## src/logic/serv_lite_pkg.sv

```systemverilog
package serv_lite_pkg;

   localparam int XLEN = 32;

   // the two major opcodes this core executes
   localparam logic [6:0] OPC_OP    = 7'b0110011;
   localparam logic [6:0] OPC_OPIMM = 7'b0010011;

   // decoder state encoding
   localparam logic [1:0] ST_IDLE = 2'd0;
   localparam logic [1:0] ST_LOAD = 2'd1;  // operand copy cycle
   localparam logic [1:0] ST_RUN  = 2'd2;

   // funct3[1:0] of the boolean ops
   typedef enum logic [1:0] {
      BOOL_XOR = 2'b00,
      BOOL_OR  = 2'b10,
      BOOL_AND = 2'b11
   } bool_op_e;

   typedef enum logic {
      RD_ADD  = 1'b0,
      RD_BOOL = 1'b1
   } rd_sel_e;

   // one fetched word, seen as R-type or I-type
   typedef union packed {
      struct packed {
         logic [6:0] funct7;
         logic [4:0] rs2;
         logic [4:0] rs1;
         logic [2:0] funct3;
         logic [4:0] rd;
         logic [6:0] opcode;
      } r_view;
      struct packed {
         logic [11:0] imm12;
         logic [4:0]  rs1;
         logic [2:0]  funct3;
         logic [4:0]  rd;
         logic [6:0]  opcode;
      } i_view;
   } instr_u;

endpackage

```

## src/logic/exec_if.sv

```systemverilog
`timescale 1ns/100ps

// per-bit execution controls from the decoder
interface exec_if;

   logic                     load;       // operand copy into shift regs
   logic                     cnt_en;     // one of the 32 serial cycles
   logic                     cnt_first;  // bit 0, carry init
   logic                     cnt_last;   // bit 31
   logic [4:0]               rs1_addr;
   logic [4:0]               rs2_addr;
   logic                     imm_bit;
   logic                     op_b_imm;   // operand b from immediate
   logic                     sub;
   serv_lite_pkg::bool_op_e  bool_op;
   serv_lite_pkg::rd_sel_e   rd_sel;
   logic [4:0]               rd_addr;
   logic                     rd_wen;     // already masked for x0

   modport decoder (
      output load, cnt_en, cnt_first, cnt_last, rs1_addr, rs2_addr,
      output imm_bit, op_b_imm, sub, bool_op, rd_sel, rd_addr, rd_wen
   );

   modport alu (
      input cnt_en, cnt_first, imm_bit, op_b_imm, sub, bool_op, rd_sel
   );

   modport regfile (
      input load, cnt_en, rs1_addr, rs2_addr
   );

   modport retire (
      input cnt_en, cnt_last, rd_addr, rd_wen
   );

endinterface

```

## src/logic/fetch_wb.sv

```systemverilog
`timescale 1ns/100ps

module fetch_wb (
   input  logic                                clk,
   input  logic                                i_rst,
   input  logic                                i_go,
   input  logic [serv_lite_pkg::XLEN-1:0]      i_wb_rdt,
   input  logic                                i_wb_ack,
   output logic [serv_lite_pkg::XLEN-1:0]      o_wb_adr,
   output logic                                o_wb_cyc,
   output logic                                o_wb_stb,
   output serv_lite_pkg::instr_u               o_instr,
   output logic                                o_instr_valid,
   output logic [serv_lite_pkg::XLEN-1:0]      o_pc
);

   logic [serv_lite_pkg::XLEN-1:0] pc;
   logic                           cyc;
   logic                           boot;  // first fetch after reset

   assign o_wb_adr = pc;
   assign o_wb_cyc = cyc;
   assign o_wb_stb = cyc;  // classic read, stb follows cyc

   always_ff @(posedge clk) begin
      o_instr_valid <= 1'b0;
      boot          <= 1'b0;
      if (cyc && i_wb_ack) begin
         cyc           <= 1'b0;
         o_instr_valid <= 1'b1;
         pc            <= pc + 4;
      end else if (i_go || boot) begin
         cyc <= 1'b1;
      end
      if (i_rst) begin
         cyc           <= 1'b0;
         o_instr_valid <= 1'b0;
         boot          <= 1'b1;
         pc            <= '0;
      end
   end

   // captured word and its address
   always_ff @(posedge clk) begin
      if (cyc && i_wb_ack) begin
         o_instr <= i_wb_rdt;
         o_pc    <= pc;
      end
   end

endmodule

```

## src/logic/instr_decode.sv

```systemverilog
`timescale 1ns/100ps

module instr_decode (
   input  logic                   clk,
   input  logic                   i_rst,
   input  serv_lite_pkg::instr_u  i_instr,
   input  logic                   i_instr_valid,
   output logic                   o_fetch_go,
   exec_if.decoder                ex
);

   logic [1:0]                     state;
   logic [4:0]                     cnt;
   logic [3:0]                     cnt_r;   // one-hot on cnt[1:0]
   logic [serv_lite_pkg::XLEN-1:0] imm;
   logic [6:0]                     opcode;
   logic [2:0]                     funct3;
   logic                           funct7_5;
   logic [4:0]                     rd;
   logic [4:0]                     rs1;
   logic [4:0]                     rs2;
   logic                           is_op;
   logic                           is_opimm;
   logic                           f3_ok;
   logic                           supported;

   assign is_op    = (opcode == serv_lite_pkg::OPC_OP);
   assign is_opimm = (opcode == serv_lite_pkg::OPC_OPIMM);
   // add/sub, xor, or, and only
   assign f3_ok     = (funct3 == 3'b000) || (funct3[2] && (funct3[1:0] != 2'b01));
   assign supported = (is_op || is_opimm) && f3_ok;

   assign ex.load      = (state == serv_lite_pkg::ST_LOAD);
   assign ex.cnt_en    = (state == serv_lite_pkg::ST_RUN);
   assign ex.cnt_first = ex.cnt_en && (cnt[4:2] == 3'b000) && cnt_r[0];
   assign ex.cnt_last  = ex.cnt_en && (cnt[4:2] == 3'b111) && cnt_r[3];
   assign ex.rs1_addr  = rs1;
   assign ex.rs2_addr  = rs2;
   assign ex.imm_bit   = imm[0];
   assign ex.op_b_imm  = is_opimm;
   assign ex.sub       = is_op && funct7_5 && (funct3 == 3'b000);  // no SUBI
   assign ex.bool_op   = serv_lite_pkg::bool_op_e'(funct3[1:0]);
   assign ex.rd_sel    = (funct3 == 3'b000) ? serv_lite_pkg::RD_ADD : serv_lite_pkg::RD_BOOL;
   assign ex.rd_addr   = rd;
   assign ex.rd_wen    = supported && (rd != 5'd0);

   always_ff @(posedge clk) begin
      case (state)
         serv_lite_pkg::ST_IDLE: if (i_instr_valid) state <= serv_lite_pkg::ST_LOAD;
         serv_lite_pkg::ST_LOAD: state <= serv_lite_pkg::ST_RUN;
         serv_lite_pkg::ST_RUN:  if (ex.cnt_last) state <= serv_lite_pkg::ST_IDLE;
         default:                state <= serv_lite_pkg::ST_IDLE;
      endcase
      o_fetch_go <= ex.cnt_last;  // lines up with the retire pulse
      if (ex.cnt_en) begin
         cnt   <= cnt + 5'd1;
         cnt_r <= {cnt_r[2:0], cnt_r[3]};
      end
      if (i_rst) begin
         state      <= serv_lite_pkg::ST_IDLE;
         o_fetch_go <= 1'b0;
         cnt        <= 5'd0;
         cnt_r      <= 4'b0001;
      end
   end

   // fields come from both views of the same word
   always_ff @(posedge clk) begin
      if (i_instr_valid) begin
         opcode   <= i_instr.r_view.opcode;
         funct3   <= i_instr.r_view.funct3;
         funct7_5 <= i_instr.r_view.funct7[5];
         rd       <= i_instr.r_view.rd;
         rs1      <= i_instr.r_view.rs1;
         rs2      <= i_instr.r_view.rs2;
         imm      <= {{(serv_lite_pkg::XLEN-12){i_instr.i_view.imm12[11]}},
                      i_instr.i_view.imm12};
      end else if (ex.cnt_en) begin
         imm <= {imm[serv_lite_pkg::XLEN-1], imm[serv_lite_pkg::XLEN-1:1]};  // lsb first
      end
   end

endmodule

```

## src/logic/serial_alu.sv

```systemverilog
`timescale 1ns/100ps

module serial_alu (
   input  logic clk,
   input  logic i_rs1_bit,
   input  logic i_rs2_bit,
   output logic o_rd_bit,
   exec_if.alu  ex
);

   logic op_b;
   logic b_add;
   logic carry;
   logic c_in;
   logic sum;
   logic c_out;
   logic bool_bit;

   assign op_b  = ex.op_b_imm ? ex.imm_bit : i_rs2_bit;
   assign b_add = op_b ^ ex.sub;  // two's complement via inverted b

   // carry in is 1 on bit 0 for SUB
   assign c_in  = ex.cnt_first ? ex.sub : carry;
   assign sum   = i_rs1_bit ^ b_add ^ c_in;
   assign c_out = (i_rs1_bit & b_add) | (c_in & (i_rs1_bit ^ b_add));

   always_comb begin
      case (ex.bool_op)
         serv_lite_pkg::BOOL_XOR: bool_bit = i_rs1_bit ^ op_b;
         serv_lite_pkg::BOOL_OR:  bool_bit = i_rs1_bit | op_b;
         serv_lite_pkg::BOOL_AND: bool_bit = i_rs1_bit & op_b;
         default:                 bool_bit = 1'b0;
      endcase
   end

   assign o_rd_bit = (ex.rd_sel == serv_lite_pkg::RD_ADD) ? sum : bool_bit;

   always_ff @(posedge clk) begin
      if (ex.cnt_en) begin
         carry <= c_out;
      end
   end

endmodule

```

## src/logic/serial_regfile.sv

```systemverilog
`timescale 1ns/100ps

module serial_regfile (
   input  logic                            clk,
   input  logic                            i_rst,
   input  logic                            i_wr_en,
   input  logic [4:0]                      i_wr_addr,
   input  logic [serv_lite_pkg::XLEN-1:0]  i_wr_data,
   output logic                            o_rs1_bit,
   output logic                            o_rs2_bit,
   exec_if.regfile                         ex
);

   logic [serv_lite_pkg::XLEN-1:0] regs [32];
   logic [serv_lite_pkg::XLEN-1:0] rs1_word;
   logic [serv_lite_pkg::XLEN-1:0] rs2_word;
   logic [serv_lite_pkg::XLEN-1:0] rs1_sh;
   logic [serv_lite_pkg::XLEN-1:0] rs2_sh;

   // x0 is hardwired, whatever the array holds
   assign rs1_word = (ex.rs1_addr == 5'd0) ? '0 : regs[ex.rs1_addr];
   assign rs2_word = (ex.rs2_addr == 5'd0) ? '0 : regs[ex.rs2_addr];

   assign o_rs1_bit = rs1_sh[0];
   assign o_rs2_bit = rs2_sh[0];

   always_ff @(posedge clk) begin
      if (i_wr_en) begin
         regs[i_wr_addr] <= i_wr_data;  // full word after the last bit
      end
   end

   // operand shifters, lsb leaves first
   always_ff @(posedge clk) begin
      if (ex.load) begin
         rs1_sh <= rs1_word;
         rs2_sh <= rs2_word;
      end else if (ex.cnt_en) begin
         rs1_sh <= {1'b0, rs1_sh[serv_lite_pkg::XLEN-1:1]};
         rs2_sh <= {1'b0, rs2_sh[serv_lite_pkg::XLEN-1:1]};
      end
      if (i_rst) begin
         rs1_sh <= '0;
         rs2_sh <= '0;
      end
   end

endmodule

```

## src/logic/retire_port.sv

```systemverilog
`timescale 1ns/100ps

module retire_port (
   input  logic                            clk,
   input  logic                            i_rst,
   input  logic                            i_rd_bit,
   input  logic [serv_lite_pkg::XLEN-1:0]  i_pc,
   output logic                            o_wr_en,
   output logic [4:0]                      o_wr_addr,
   output logic [serv_lite_pkg::XLEN-1:0]  o_wr_data,
   output logic                            o_ret_valid,
   output logic                            o_ret_wen,
   output logic [4:0]                      o_ret_rd,
   output logic [serv_lite_pkg::XLEN-1:0]  o_ret_data,
   output logic [serv_lite_pkg::XLEN-1:0]  o_ret_pc,
   output logic                            o_fetch_go,
   exec_if.retire                          ex
);

   logic [serv_lite_pkg::XLEN-1:0] res_next;

   // the word as it will stand once the current bit is in
   assign res_next = {i_rd_bit, o_ret_data[serv_lite_pkg::XLEN-1:1]};

   assign o_wr_en   = ex.cnt_last && ex.rd_wen;  // same edge as retire
   assign o_wr_addr = ex.rd_addr;
   assign o_wr_data = res_next;

   assign o_ret_rd   = ex.rd_addr;
   assign o_ret_pc   = i_pc;
   assign o_fetch_go = o_ret_valid;

   always_ff @(posedge clk) begin
      o_ret_valid <= ex.cnt_last;
      o_ret_wen   <= ex.cnt_last && ex.rd_wen;
      if (i_rst) begin
         o_ret_valid <= 1'b0;
         o_ret_wen   <= 1'b0;
      end
   end

   always_ff @(posedge clk) begin
      if (ex.cnt_en) o_ret_data <= res_next;
   end

endmodule

```

## src/logic/serv_lite_top.sv

```systemverilog
`timescale 1ns/100ps

module serv_lite_top (
   input  logic                            clk,
   input  logic                            i_rst,
   output logic [serv_lite_pkg::XLEN-1:0]  o_wb_adr,
   output logic                            o_wb_cyc,
   output logic                            o_wb_stb,
   input  logic [serv_lite_pkg::XLEN-1:0]  i_wb_rdt,
   input  logic                            i_wb_ack,
   output logic                            o_ret_valid,
   output logic                            o_ret_wen,
   output logic [4:0]                      o_ret_rd,
   output logic [serv_lite_pkg::XLEN-1:0]  o_ret_data,
   output logic [serv_lite_pkg::XLEN-1:0]  o_ret_pc
);

   serv_lite_pkg::instr_u          instr;
   logic                           instr_valid;
   logic [serv_lite_pkg::XLEN-1:0] pc;
   logic                           fetch_go;
   logic                           rs1_bit;
   logic                           rs2_bit;
   logic                           rd_bit;
   logic                           wr_en;
   logic [4:0]                     wr_addr;
   logic [serv_lite_pkg::XLEN-1:0] wr_data;

   exec_if u_exec ();

   fetch_wb u_fetch (
      .clk(clk), .i_rst(i_rst), .i_go(fetch_go),
      .i_wb_rdt(i_wb_rdt), .i_wb_ack(i_wb_ack),
      .o_wb_adr(o_wb_adr), .o_wb_cyc(o_wb_cyc), .o_wb_stb(o_wb_stb),
      .o_instr(instr), .o_instr_valid(instr_valid), .o_pc(pc)
   );

   instr_decode u_decode (
      .clk(clk), .i_rst(i_rst), .i_instr(instr), .i_instr_valid(instr_valid),
      .o_fetch_go(fetch_go), .ex(u_exec.decoder)
   );

   serial_alu u_alu (
      .clk(clk), .i_rs1_bit(rs1_bit), .i_rs2_bit(rs2_bit), .o_rd_bit(rd_bit),
      .ex(u_exec.alu)
   );

   serial_regfile u_regfile (
      .clk(clk), .i_rst(i_rst), .i_wr_en(wr_en), .i_wr_addr(wr_addr),
      .i_wr_data(wr_data), .o_rs1_bit(rs1_bit), .o_rs2_bit(rs2_bit),
      .ex(u_exec.regfile)
   );

   // next fetch is started by the decoder, in step with the retire
   retire_port u_retire (
      .clk(clk), .i_rst(i_rst), .i_rd_bit(rd_bit), .i_pc(pc),
      .o_wr_en(wr_en), .o_wr_addr(wr_addr), .o_wr_data(wr_data),
      .o_ret_valid(o_ret_valid), .o_ret_wen(o_ret_wen), .o_ret_rd(o_ret_rd),
      .o_ret_data(o_ret_data), .o_ret_pc(o_ret_pc), .o_fetch_go(),
      .ex(u_exec.retire)
   );

endmodule

```

## config.mk

```make
export PLATFORM = sky130hd
export DESIGN_NAME = serv_lite_top
export DESIGN_NICKNAME = d
export VERILOG_FILES = /design/src/logic/serv_lite_pkg.sv /design/src/logic/exec_if.sv /design/src/logic/fetch_wb.sv /design/src/logic/instr_decode.sv /design/src/logic/serial_alu.sv /design/src/logic/serial_regfile.sv /design/src/logic/retire_port.sv /design/src/logic/serv_lite_top.sv
export SDC_FILE = /design/constraint.sdc
export NUM_CORES = 1
export LEC_CHECK = 0
export BUFFER_PORTS_ARGS = -buffer_cell sky130_fd_sc_hd__buf_2
export CORE_ASPECT_RATIO = 2
export CORE_MARGIN = 2
export CORE_UTILIZATION = 30
export CTS_CLUSTER_SIZE = 8
export DETAILED_ROUTE_END_ITERATION = 10
export PLACE_DENSITY_LB_ADDON = 0.15
export SLEW_MARGIN = 30
export SYNTH_ARGS = -nofsm -noshare
export SYNTH_HDL_FRONTEND = slang
export SYNTH_HIERARCHICAL = 1
export SYNTH_SLANG_ARGS = --single-unit
export TNS_END_PERCENT = 10
```

## constraint.sdc

```tcl
create_clock -name clk -period 4.4 [get_ports clk]
set_input_delay 0.88 -clock clk [delete_from_list [all_inputs] [get_ports clk]]
set_output_delay 0.88 -clock clk [all_outputs]
set_load 0.03 [all_outputs]
```

### After elaboration in Yosys (flattened, before gate mapping)

Memory sizes are Yosys's and may differ from the RTL's. A register that Yosys moved wholly into a read port is not among the register bits.
Cells that the tools add are included.

| word-level totals | value |
|---|---|
| memories kept | 1 |
| register bits | 267 |
| input port bits | 35 |
| bits in writable memories | 1024 |
| output and inout bits | 105 |
| logic and storage cells | 91 |

| cells by class | value |
|---|---|
| reduce and logical (&&, ||, !) cells | 25 |
| add/sub/neg operators | 2 |
| equality and inequality tests | 10 |
| bitwise operators | 9 |
| multiplexer cells | 21 |

Memories:

| name | depth | width | read ports | clocked after memory_dff | write ports | RTL line | text |
|---|---|---|---|---|---|---|---|
| u_regfile.regs | 32 | 32 | 2 | 2 | 1 | serial_regfile.sv:14 | `logic [serv_lite_pkg::XLEN-1:0] regs [32];` |

Operators by type and width:

| operator | number |
|---|---|
| 32-bit two-way mux | 7 |
| 32-bit by 3-bit adder with 32-bit output, second input constant | 1 |
| 31-bit two-way mux | 1 |
| 1-bit logical AND | 11 |
| 5-bit zero test | 2 |
| 5-bit two-way mux | 2 |
| 7-bit by 5-bit equality test with 1-bit output, second input constant | 1 |
| 7-bit by 6-bit equality test with 1-bit output, second input constant | 1 |
| 1-bit two-way mux | 7 |
| 2-bit equality test, second input constant | 3 |
| 3-bit zero test | 2 |
| 2-bit case mux with 3 select lines | 1 |
| 5-bit by 1-bit adder with 5-bit output, second input constant | 1 |
| 5-bit nonzero test | 1 |
| 2-bit zero test | 2 |
| 2-bit two-way mux | 2 |
| 2-bit by 1-bit != test with 1-bit output, second input constant | 2 |
| 2-bit nonzero test | 2 |
| 1-bit XOR | 4 |
| 1-bit bitwise AND | 3 |
| 3-bit equality test, second input constant | 1 |
| 1-bit logical OR | 3 |
| 1-bit case mux with 3 select lines | 1 |
| 2-bit by 1-bit equality test with 1-bit output, second input constant | 1 |
| 4 further kinds | 5 |

### Depth between registers and ports, before layout

Gate-level depths: netlist (run 1).

| logic depth | value |
|---|---|
| word-level depth | 8 |
| mapped depth | 10 |
| depth with buffers taken out | 8 |

### By module

The synthesis (run 1) kept the hierarchy.

Modules (own cells, without submodules):

| module | cells each | area each (um^2) | seq. area each (um^2) | times used |
|---|---|---|---|---|
| serial_regfile | 2618 | 49462.4 | 32030.7 | 1 |
| fetch_wb | 244 | 3420.8 | 2522.4 | 1 |
| instr_decode | 185 | 2642.5 | 1981.9 | 1 |
| retire_port | 112 | 1585.3 | 1001.0 | 1 |
| serial_alu | 16 | 150.1 | 30.0 | 1 |

### Least setup slack after synthesis (run 1)

OpenSTA, ideal clock, no wires.

| timing | value |
|---|---|
| kind | reg-to-reg |
| start point | register u_decode.opcode[3] |
| end point | memory u_regfile/regs[12][0] in the netlist's numbering (enable) |
| arrival | 3.152 ns |
| library setup time | 0.421 ns |
| data required time | 3.979 ns |
| buffers on the path | 1 |
| cell stages (with the launch flop) | 8 |
| clock period less this slack | 3.573 ns |
| path slack | 0.827 ns |
| path through | edfxtp_1 -> nor4b_1 -> nand3_1 -> nor3_1 -> and2_1 -> or3b_2 -> clkbuf_1 -> nor2_1 |

| between the ends | value |
|---|---|
| longest elaborated chain between the ends | 7 |
| elaborated cells on any way between the ends | 8 |
| those cells by class | eq/ne: 2; mux: 2; reduce/logical: 4 |

Ends and longest elaborated chain:

| item | RTL line | text |
|---|---|---|
| start: declaration | instr_decode.sv:16 | `logic [6:0] opcode;` |
| start signal: assignment | instr_decode.sv:70 | `opcode <= i_instr.r_view.opcode;` |
| 7-bit by 6-bit equality test with 1-bit output / 7-bit by 5-bit equality test with 1-bit output (equally long branches) | instr_decode.sv:27, instr_decode.sv:28 |  |
| 1-bit logical OR (*) | instr_decode.sv:31 | `assign supported = (is_op \|\| is_opimm) && f3_ok;` |
| 1-bit logical AND (*) | instr_decode.sv:31 |  |
| 1-bit logical AND (*) | instr_decode.sv:45 | `assign ex.rd_wen = supported && (rd != 5'd0);` |
| via u_exec.rd_wen | exec_if.sv:18 | `logic rd_wen;` |
| 1-bit logical AND (*) | retire_port.sv:25 | `assign o_wr_en = ex.cnt_last && ex.rd_wen;` |
| via wr_en | serv_lite_top.sv:25 | `logic wr_en;` |
| 1-bit two-way mux (*) | serial_regfile.sv:28 | `if (i_wr_en) begin` |
| 1-bit two-way mux (implied by the code) (*) | serial_regfile.sv:29 | `regs[i_wr_addr] <= i_wr_data;` |
| end: declaration | serial_regfile.sv:14 |  |

The timed path passes the listed nets; every way through them passes the cells marked *.

### Worst setup path after layout (run 1)

| timing | value |
|---|---|
| start point | register u_retire/o_ret_data[25] in the netlist's numbering |
| end point | output port o_ret_data[25] in the netlist's numbering |

RTL lines:

| item | RTL line | text |
|---|---|---|
| start: declaration | retire_port.sv:14 | `output logic [serv_lite_pkg::XLEN-1:0] o_ret_data,` |
| start signal: assignment | retire_port.sv:43 | `if (ex.cnt_en) o_ret_data <= res_next;` |
| end: declaration | serv_lite_top.sv:14 | `output logic [serv_lite_pkg::XLEN-1:0] o_ret_data,` |

No word-level cell between the ends.

==> results of run 1 <==
[how the worst min path moves through the flow]
stage          depth (start not counted)  slack (ns)                endpoint                 from
2_1_floorplan                          0        0.40  u_decode/ex.rd_addr[0]   u_fetch/o_instr[7]
3_3_place_gp                           0        0.40  u_decode/ex.rd_addr[0]   u_fetch/o_instr[7]
3_5_place_dp                           0        0.40      u_decode/funct3[0]  u_fetch/o_instr[12]
4_1_cts                                1        0.19     u_fetch/o_instr[29]         i_wb_rdt[29]
5_1_grt                                1        0.21     u_fetch/o_instr[26]         i_wb_rdt[26]
6_report                               1        0.24     u_fetch/o_instr[29]         i_wb_rdt[29]
[synth_stat cells, types with 6 or more instances]
cell type	instances	share of area
o21ai_1	23	0.0020
mux4_2	502	0.20
o32ai_1	6	0.00092
nor4_1	34	0.0037
o221ai_1	25	0.0038
a22oi_1	95	0.012
clkbuf_1	94	0.0062
nand3_1	19	0.0017
buf_6	25	0.0049
buf_2	67	0.0059
nand3b_1	10	0.0013
nor3_1	89	0.0078
or3_1	11	0.0012
a21oi_1	71	0.0062
edfxtp_1	1177	0.62
xor2_1	8	0.0012
o21ai_0	38	0.0033
o31ai_1	11	0.0014
nand2_1	66	0.0043
o22ai_1	56	0.0061
dfxtp_1	111	0.039
inv_1	38	0.0025
or4_1	13	0.0017
buf_1	14	0.00092
nor2_1	184	0.012
nor2b_1	97	0.011
mux2_2	20	0.0039
nand2b_1	7	0.00076
mux2i_1	71	0.012
buf_4	103	0.014
nand4_1	13	0.0014
mux2_1	13	0.0026
[state kept, by name, summed over array words and instances, names as in the netlist, 2 cells and up]
name	cells
u_decode/ex.rs2_addr	5
u_regfile/rs1_sh	32
u_regfile/rs2_sh	32
u_regfile/regs	1024
u_decode/opcode	7
u_decode/state	2
u_decode/ex.rs1_addr	5
u_decode/ex.rd_addr	5
u_decode/imm	32
u_retire/o_ret_data	32
u_fetch/o_instr	32
u_fetch/o_wb_adr	30
u_decode/cnt	5
u_fetch/o_pc	30
u_decode/funct3	3
u_decode/cnt_r	4
[final cells by class]
type,count,area (sq um)
Antenna cell,6,15.0
Clock buffer,314,5220
Clock inverter,3,45.0
Fill cell,18100,123000
Inverter,40,158
Multi-Input combinational cell,1546,18100
Sequential cell,1288,37600
Tap cell,2508,3140
Timing Repair Buffer,328,2540
[kinds of logic (layout without fill, tap and decap cells)]
group,Yosys count,in the layout,share of synthesized area
muxes,607,607,0.217
xor gates and xnor gates,13,13,0.00199
buffers and inverters,344,685,0.0342
DFF,1288,1288,0.656
other,1,10,0.0000655
and+or+nand+nor,578,578,0.0515
AOI/OAI and AO/OA,339,339,0.0384
adders and majority gates,5,5,0.00122
[metal layers]
metal  global-route usage  wire [um]  up-vias
li1                     -          -    13500
met1                0.220      71000    17800
met2                0.404     115000     1038
met3               0.0270       8300      354
met4               0.0853       9270        0
met5                    0          0        -
[placed cells by master, fill, tap and decap left out, drive strengths merged, types with 56 or more instances in the layout]
master	n
a21oi	71
o22ai	56
nor2	184
a22oi	95
dfxtp	111
mux4	502
clkbuf	314
o21ai	61
mux2i	72
buf	328
nor3	89
edfxtp	1177
nand2	67
nor2b	98
[power by group through the flow]
stage / combinational, mW / sequential [mW] / clock, mW
after floorplan: 0.507 / 13.6 / 0
final: 0.771 / 13.4 / 13.3
after CTS: 0.784 / 13.4 / 13.6
after detailed placement: 0.783 / 13.6 / 0
after global placement: 0.777 / 13.6 / 0
after global routing: 0.823 / 13.4 / 14.0
[per-stage QoR]
step | power (mW) | hold WS [ns] | cells
detailed placement | 14.4 | 0.405 | 5710
global placement | 14.4 | 0.403 | 5704
floorplan | 14.1 | 0.400 | 3178
finish | 27.4 | 0.242 | 6033
CTS | 27.7 | 0.189 | 6027
global route | 28.2 | 0.209 | 6028
==> summary.txt, run 1 <==
Status
  • Outcome: complete, no violations

Synth
  • Post-Syn Area: 57300 sq um
  • FF+latch count, synth: 1288
  • Yosys cell types: 65
  • Ys Warns: 6
  • Post-synth EDFFs: 1177
  • Dominant synthesized flop cell: edfxtp_1
  • Post-Synthesis Cells: 3175
  • Syn avg cell area: 18.0 sq um
  • Seq/Total Area, Yosys: 0.656
  • Ys async rst share: 0

Place
  • Dpl cell area: 61500 sq um
  • Port bufs: 135
  • Worst slack, placed: 1.26 ns
  • Detail Placement HPWL: 129 mm
  • Gpl congestion: 0.790

Clock tree
  • CTS buffer count: 186
  • Root Driver: clkbuf_16
  • H-tree Lvls: 4
  • Cts repair resizes: 0
  • Clk_lat worst skew: 0.81 ns
  • Maximum clock insertion buffer count: 4
  • Clock transition at path regs: 0.05 ns
  • Post-CTS setup repair buffer count: 0
  • CTS tree: done
  • Sink Count: 1288
  • Hold Buf Count CTS: 0

Final layout
  • Number of nets in the layout: 3430
  • Final Cell Area: 66700 sq um
  • Layout area overhead: 16.6%
  • Post-layout util: 0.352
  • Layout cells sized above 1: 0.313

Detailed routing
  • Pre-antenna DRT Iters: 7
  • Detailed Route WL: 204 mm
  • Per-cell routed wire length: 33.7 um
  • Residual DRC: 0
  • Antenna Nets Post-Route: 0
  • DR iter-0 viols: 2524
  • Via count of the routed design: 32700
  • Vias/cell: 5.42

Power
  • Switching part of the total: 0.213
  • Leak: 21.1 nW
  • Psw: 5.84 mW
  • Clock share of power: 0.484
  • Worst vdd ir: 0.000290 V
  • P_int: 21.6 mW
  • Sequential power share: 0.488
  • Comb pwr share: 0.028
  • Pwr Density: 411 nW/um^2

Setup path
  • Levels on crit path: 1
  • CP required: 3.52 ns
  • CP top delay family: flip-flops
  • CP startpoint: u_retire/o_ret_data[25]
  • WP buf/inv: 1
  • Setup CP Type: flop to output port
  • Crit Reg-Reg Startpoint: u_decode/opcode[2]
  • CP max-delay cell: edfxtp_1
  • Crit. End Element: output port
  • Register-to-Register Setup Slack: 1.29 ns
  • Crit path to: o_ret_data[25]
  • Startpoint Class: flop
  • Critical Path AT: 2.29 ns
  • Worst R2R Path Depth: 8
  • R2r endpoint: u_regfile/regs[23][9]
  • Crit Path Max Fanout: 19
  • Crit path largest cell delay: 0.96 ns
  • Worst path cell trace: buf_2

Min path
  • Worst Hold Class: input port to flop

Floorplan
  • Io pins: 140
  • Die Wd: 313 um
  • Core Area: 189000 sq um
  • Chip Height: 622 um
  • DIE AREA: 195000 sq um
  • Starting Density: 0.302
  • Row count: 226

STA
  • Unrepaired setup endpoints after global routing: no
  • Pins Over Slew Limit: 0
  • Final number of setup-violating endpoints: 0
  • Final hold violation count: 0
  • Max-Slew Margin vs Limit: 0.346
  • Max Clk Rate: 316 MHz
  • Min cycle time layout: 3.17 ns
  • Worst-Margin Slew: 0.982 ns
  • Final worst setup slack: 1.23 ns
  • Worst clock skew: 0.0428 ns
  • Period utilization: 0.720
  • Setup TNS: 0 ns

GRT
  • First-pass GRT wire length: 281 mm
  • Number of global-route vias before repair: 35700
  • Largest net degree at the start of global routing: 102
  • GRT Total Usage: 0.207
  • Remaining Overflow, GRT: 0
  • Initial antenna violation count: 9

Flow run
  • Max Cap Violations: 0
Note: power is estimated with default switching activity, not from simulation.
==> run 2: changes to the inputs <==
==> constraint.sdc (replaced) <==
create_clock -name clk -period 2.8 [get_ports clk]
set_input_delay 0.56 -clock clk [delete_from_list [all_inputs] [get_ports clk]]
set_output_delay 0.56 -clock clk [all_outputs]
set_load 0.03 [all_outputs]
==> run 2 against run 1 <==
Count of clock-buffer cells in the layout fell by 16. Register-to-register slack got worse by 1.3 ns. Combinational power up 80%. Clock skew is 0.0087 ns higher. Via count rose by 2.3%. Critical path depth is 6 higher. Wire length grew 2.2%. Final area up 4.3%. Sequential cell count is the same.
==> summary.txt, run 2 (synthesis gave the netlist of run 1 again) <==
Status
  • Outcome: complete, no violations

Clock tree
  • Clock transition at path regs: 0.05 ns
  • Sink Count: 1288
  • Maximum clock insertion buffer count: 4
  • H-tree Lvls: 4
  • Clk_lat worst skew: 0.82 ns
  • Root Driver: clkbuf_16
  • CTS tree: done
  • CTS buffer count: 186

Detailed routing
  • Residual DRC: 0
  • DR iter-0 viols: 2448
  • Vias/cell: 5.36
  • Detailed Route WL: 208 mm
  • Via count of the routed design: 33500
  • Pre-antenna DRT Iters: 5
  • Per-cell routed wire length: 33.3 um
  • Antenna Nets Post-Route: 0

GRT
  • GRT Total Usage: 0.211
  • Number of global-route vias before repair: 36400
  • Remaining Overflow, GRT: 0
  • Largest net degree at the start of global routing: 49
  • First-pass GRT wire length: 287 mm
  • Initial antenna violation count: 5

STA
  • Unrepaired setup endpoints after global routing: yes
  • Period utilization: 0.990
  • Setup TNS: 0 ns
  • Pins Over Slew Limit: 0
  • Hold slack final: 0.0684 ns
  • Final hold violation count: 0
  • Max-Slew Margin vs Limit: 0.423
  • Worst-Margin Slew: 0.866 ns
  • Max Clk Rate: 361 MHz
  • Worst clock skew: 0.0515 ns
  • Final number of setup-violating endpoints: 0
  • Min cycle time layout: 2.77 ns
  • Final worst setup slack: 0.0274 ns

Final layout
  • Leading cell type in the layout, fill and taps excluded: edfxtp_1
  • Max reg flops: 1024
  • Most flop-heavy register: u_regfile/regs
  • Post-layout util: 0.367
  • Number of nets in the layout: 3657
  • Final Cell Area: 69600 sq um
  • Layout area overhead: 21.5%
  • Layout cells sized above 1: 0.351
  • Most frequent cells in the layout: edfxtp_1, mux4_2, buf_4
  • Sequential Area: 37600 sq um
  • Area taken by multi-input logic gates: 18100 sq um
  • Final std cells w/o fill: 6245
  • Fill count: 17900

Setup path
  • Worst R2R Path Depth: 7
  • CP required: 3.44 ns
  • Startpoint Class: flop
  • Crit. End Element: flop
  • Register-to-Register Setup Slack: 0.03 ns
  • Critical Path AT: 3.41 ns
  • Crit Path Max Fanout: 19
  • Crit Reg-Reg Startpoint: u_decode/ex.rs1_addr[0]
  • R2r endpoint: u_regfile/rs1_sh[7]
  • Setup CP Type: flop to flop

Min path
  • Hold Crit Start: i_rst
  • Cells on Worst Hold Path: 1
  • Hold endpoint: u_fetch/boot
  • Worst Hold Class: input port to flop

Flow run
  • Max Cap Violations: 0

Floorplan
  • Starting Density: 0.302
  • DIE AREA: 195000 sq um
  • Io pins: 140
  • Die Wd: 313 um
  • Row count: 226
  • Chip Height: 622 um
  • Core Area: 189000 sq um

Power
  • Pwr Density: 619 nW/um^2
  • Total Power: 43.1 mW
  • Leak: 22.5 nW
  • Worst vdd ir: 0.000600 V

Place
  • Port bufs: 135
  • Dpl cell area: 63900 sq um
  • Detail Placement HPWL: 143 mm
  • Worst slack, placed: -0.0348 ns
  • Gpl congestion: 0.828
  • DP Cell Count: 5900
## run 2: cell types whose count changed in the layout (fill, tap and decap cells not counted), sizes merged
cell	before	now
buf	328	523
dlygate4sd3	0	32
clkbuf	314	298
inv	41	43
diode	6	5
## run 2: timing repair
action / CTS / global route
hold buffers: 32 / 0
resized for setup: 8 / 9
setup endpoints to repair: 42 / 72
setup buffers: 4 / 0
cloned: 1 / 0
pin swaps: 2 / 1
endpoints found under the hold margin: 32 / 0
## run 2: metal layers
metal | track usage | vias up | part of all wire
li1 | - | 13900 | -
met1 | 0.215 | 18100 | 0.34
met2 | 0.414 | 1049 | 0.57
met3 | 0.0234 | 409 | 0.036
met4 | 0.111 | 2 | 0.060
met5 | 0 | - | 0.000053
## run 2: worst max-delay path: stages, from the launching register on
cell and delay, ns:
edfxtp_1 0.37, buf_12 0.18, buf_12 0.21, mux4_2 0.54, a22oi_1 0.71, o221ai_1 0.33
nor2_1 0.16, a211oi_1 0.05
## run 2: cell type report
class,count,area share
flip-flops and latches,1288,0.540
repair buffers,555,0.0778
clock buffers,298,0.0735
multi-input cells,1546,0.260
well taps,2508,0.0451
diodes,5,0.000180
inverters,40,0.00227
clock inverters,5,0.000899
## run 2: worst max-delay path by stage
| stage | start | endpoint | slack [ns] | depth (start not counted) |
|---|---|---|---|---|
| floorplan | u_decode/opcode[3] | u_regfile/regs[27][0] | -0.39 | 6 |
| global placement | u_decode/ex.rs2_addr[0] | u_regfile/rs2_sh[22] | -0.04 | 9 |
| CTS | u_decode/opcode[3] | u_regfile/regs[20][31] | 0.007 | 9 |
| detailed placement | u_decode/ex.rs2_addr[0] | u_regfile/rs2_sh[22] | -0.03 | 9 |
| finish | u_decode/ex.rs1_addr[0] | u_regfile/rs1_sh[7] | 0.03 | 7 |
| global route | u_decode/opcode[3] | u_regfile/regs[19][31] | -0.09 | 10 |
## run 2: report_power, final
part / switching (mW) / internal (mW)
logic: 0.806 / 0.580
clock network: 8.37 / 12.3
registers: 0.0758 / 20.9
total: 9.26 / 33.8
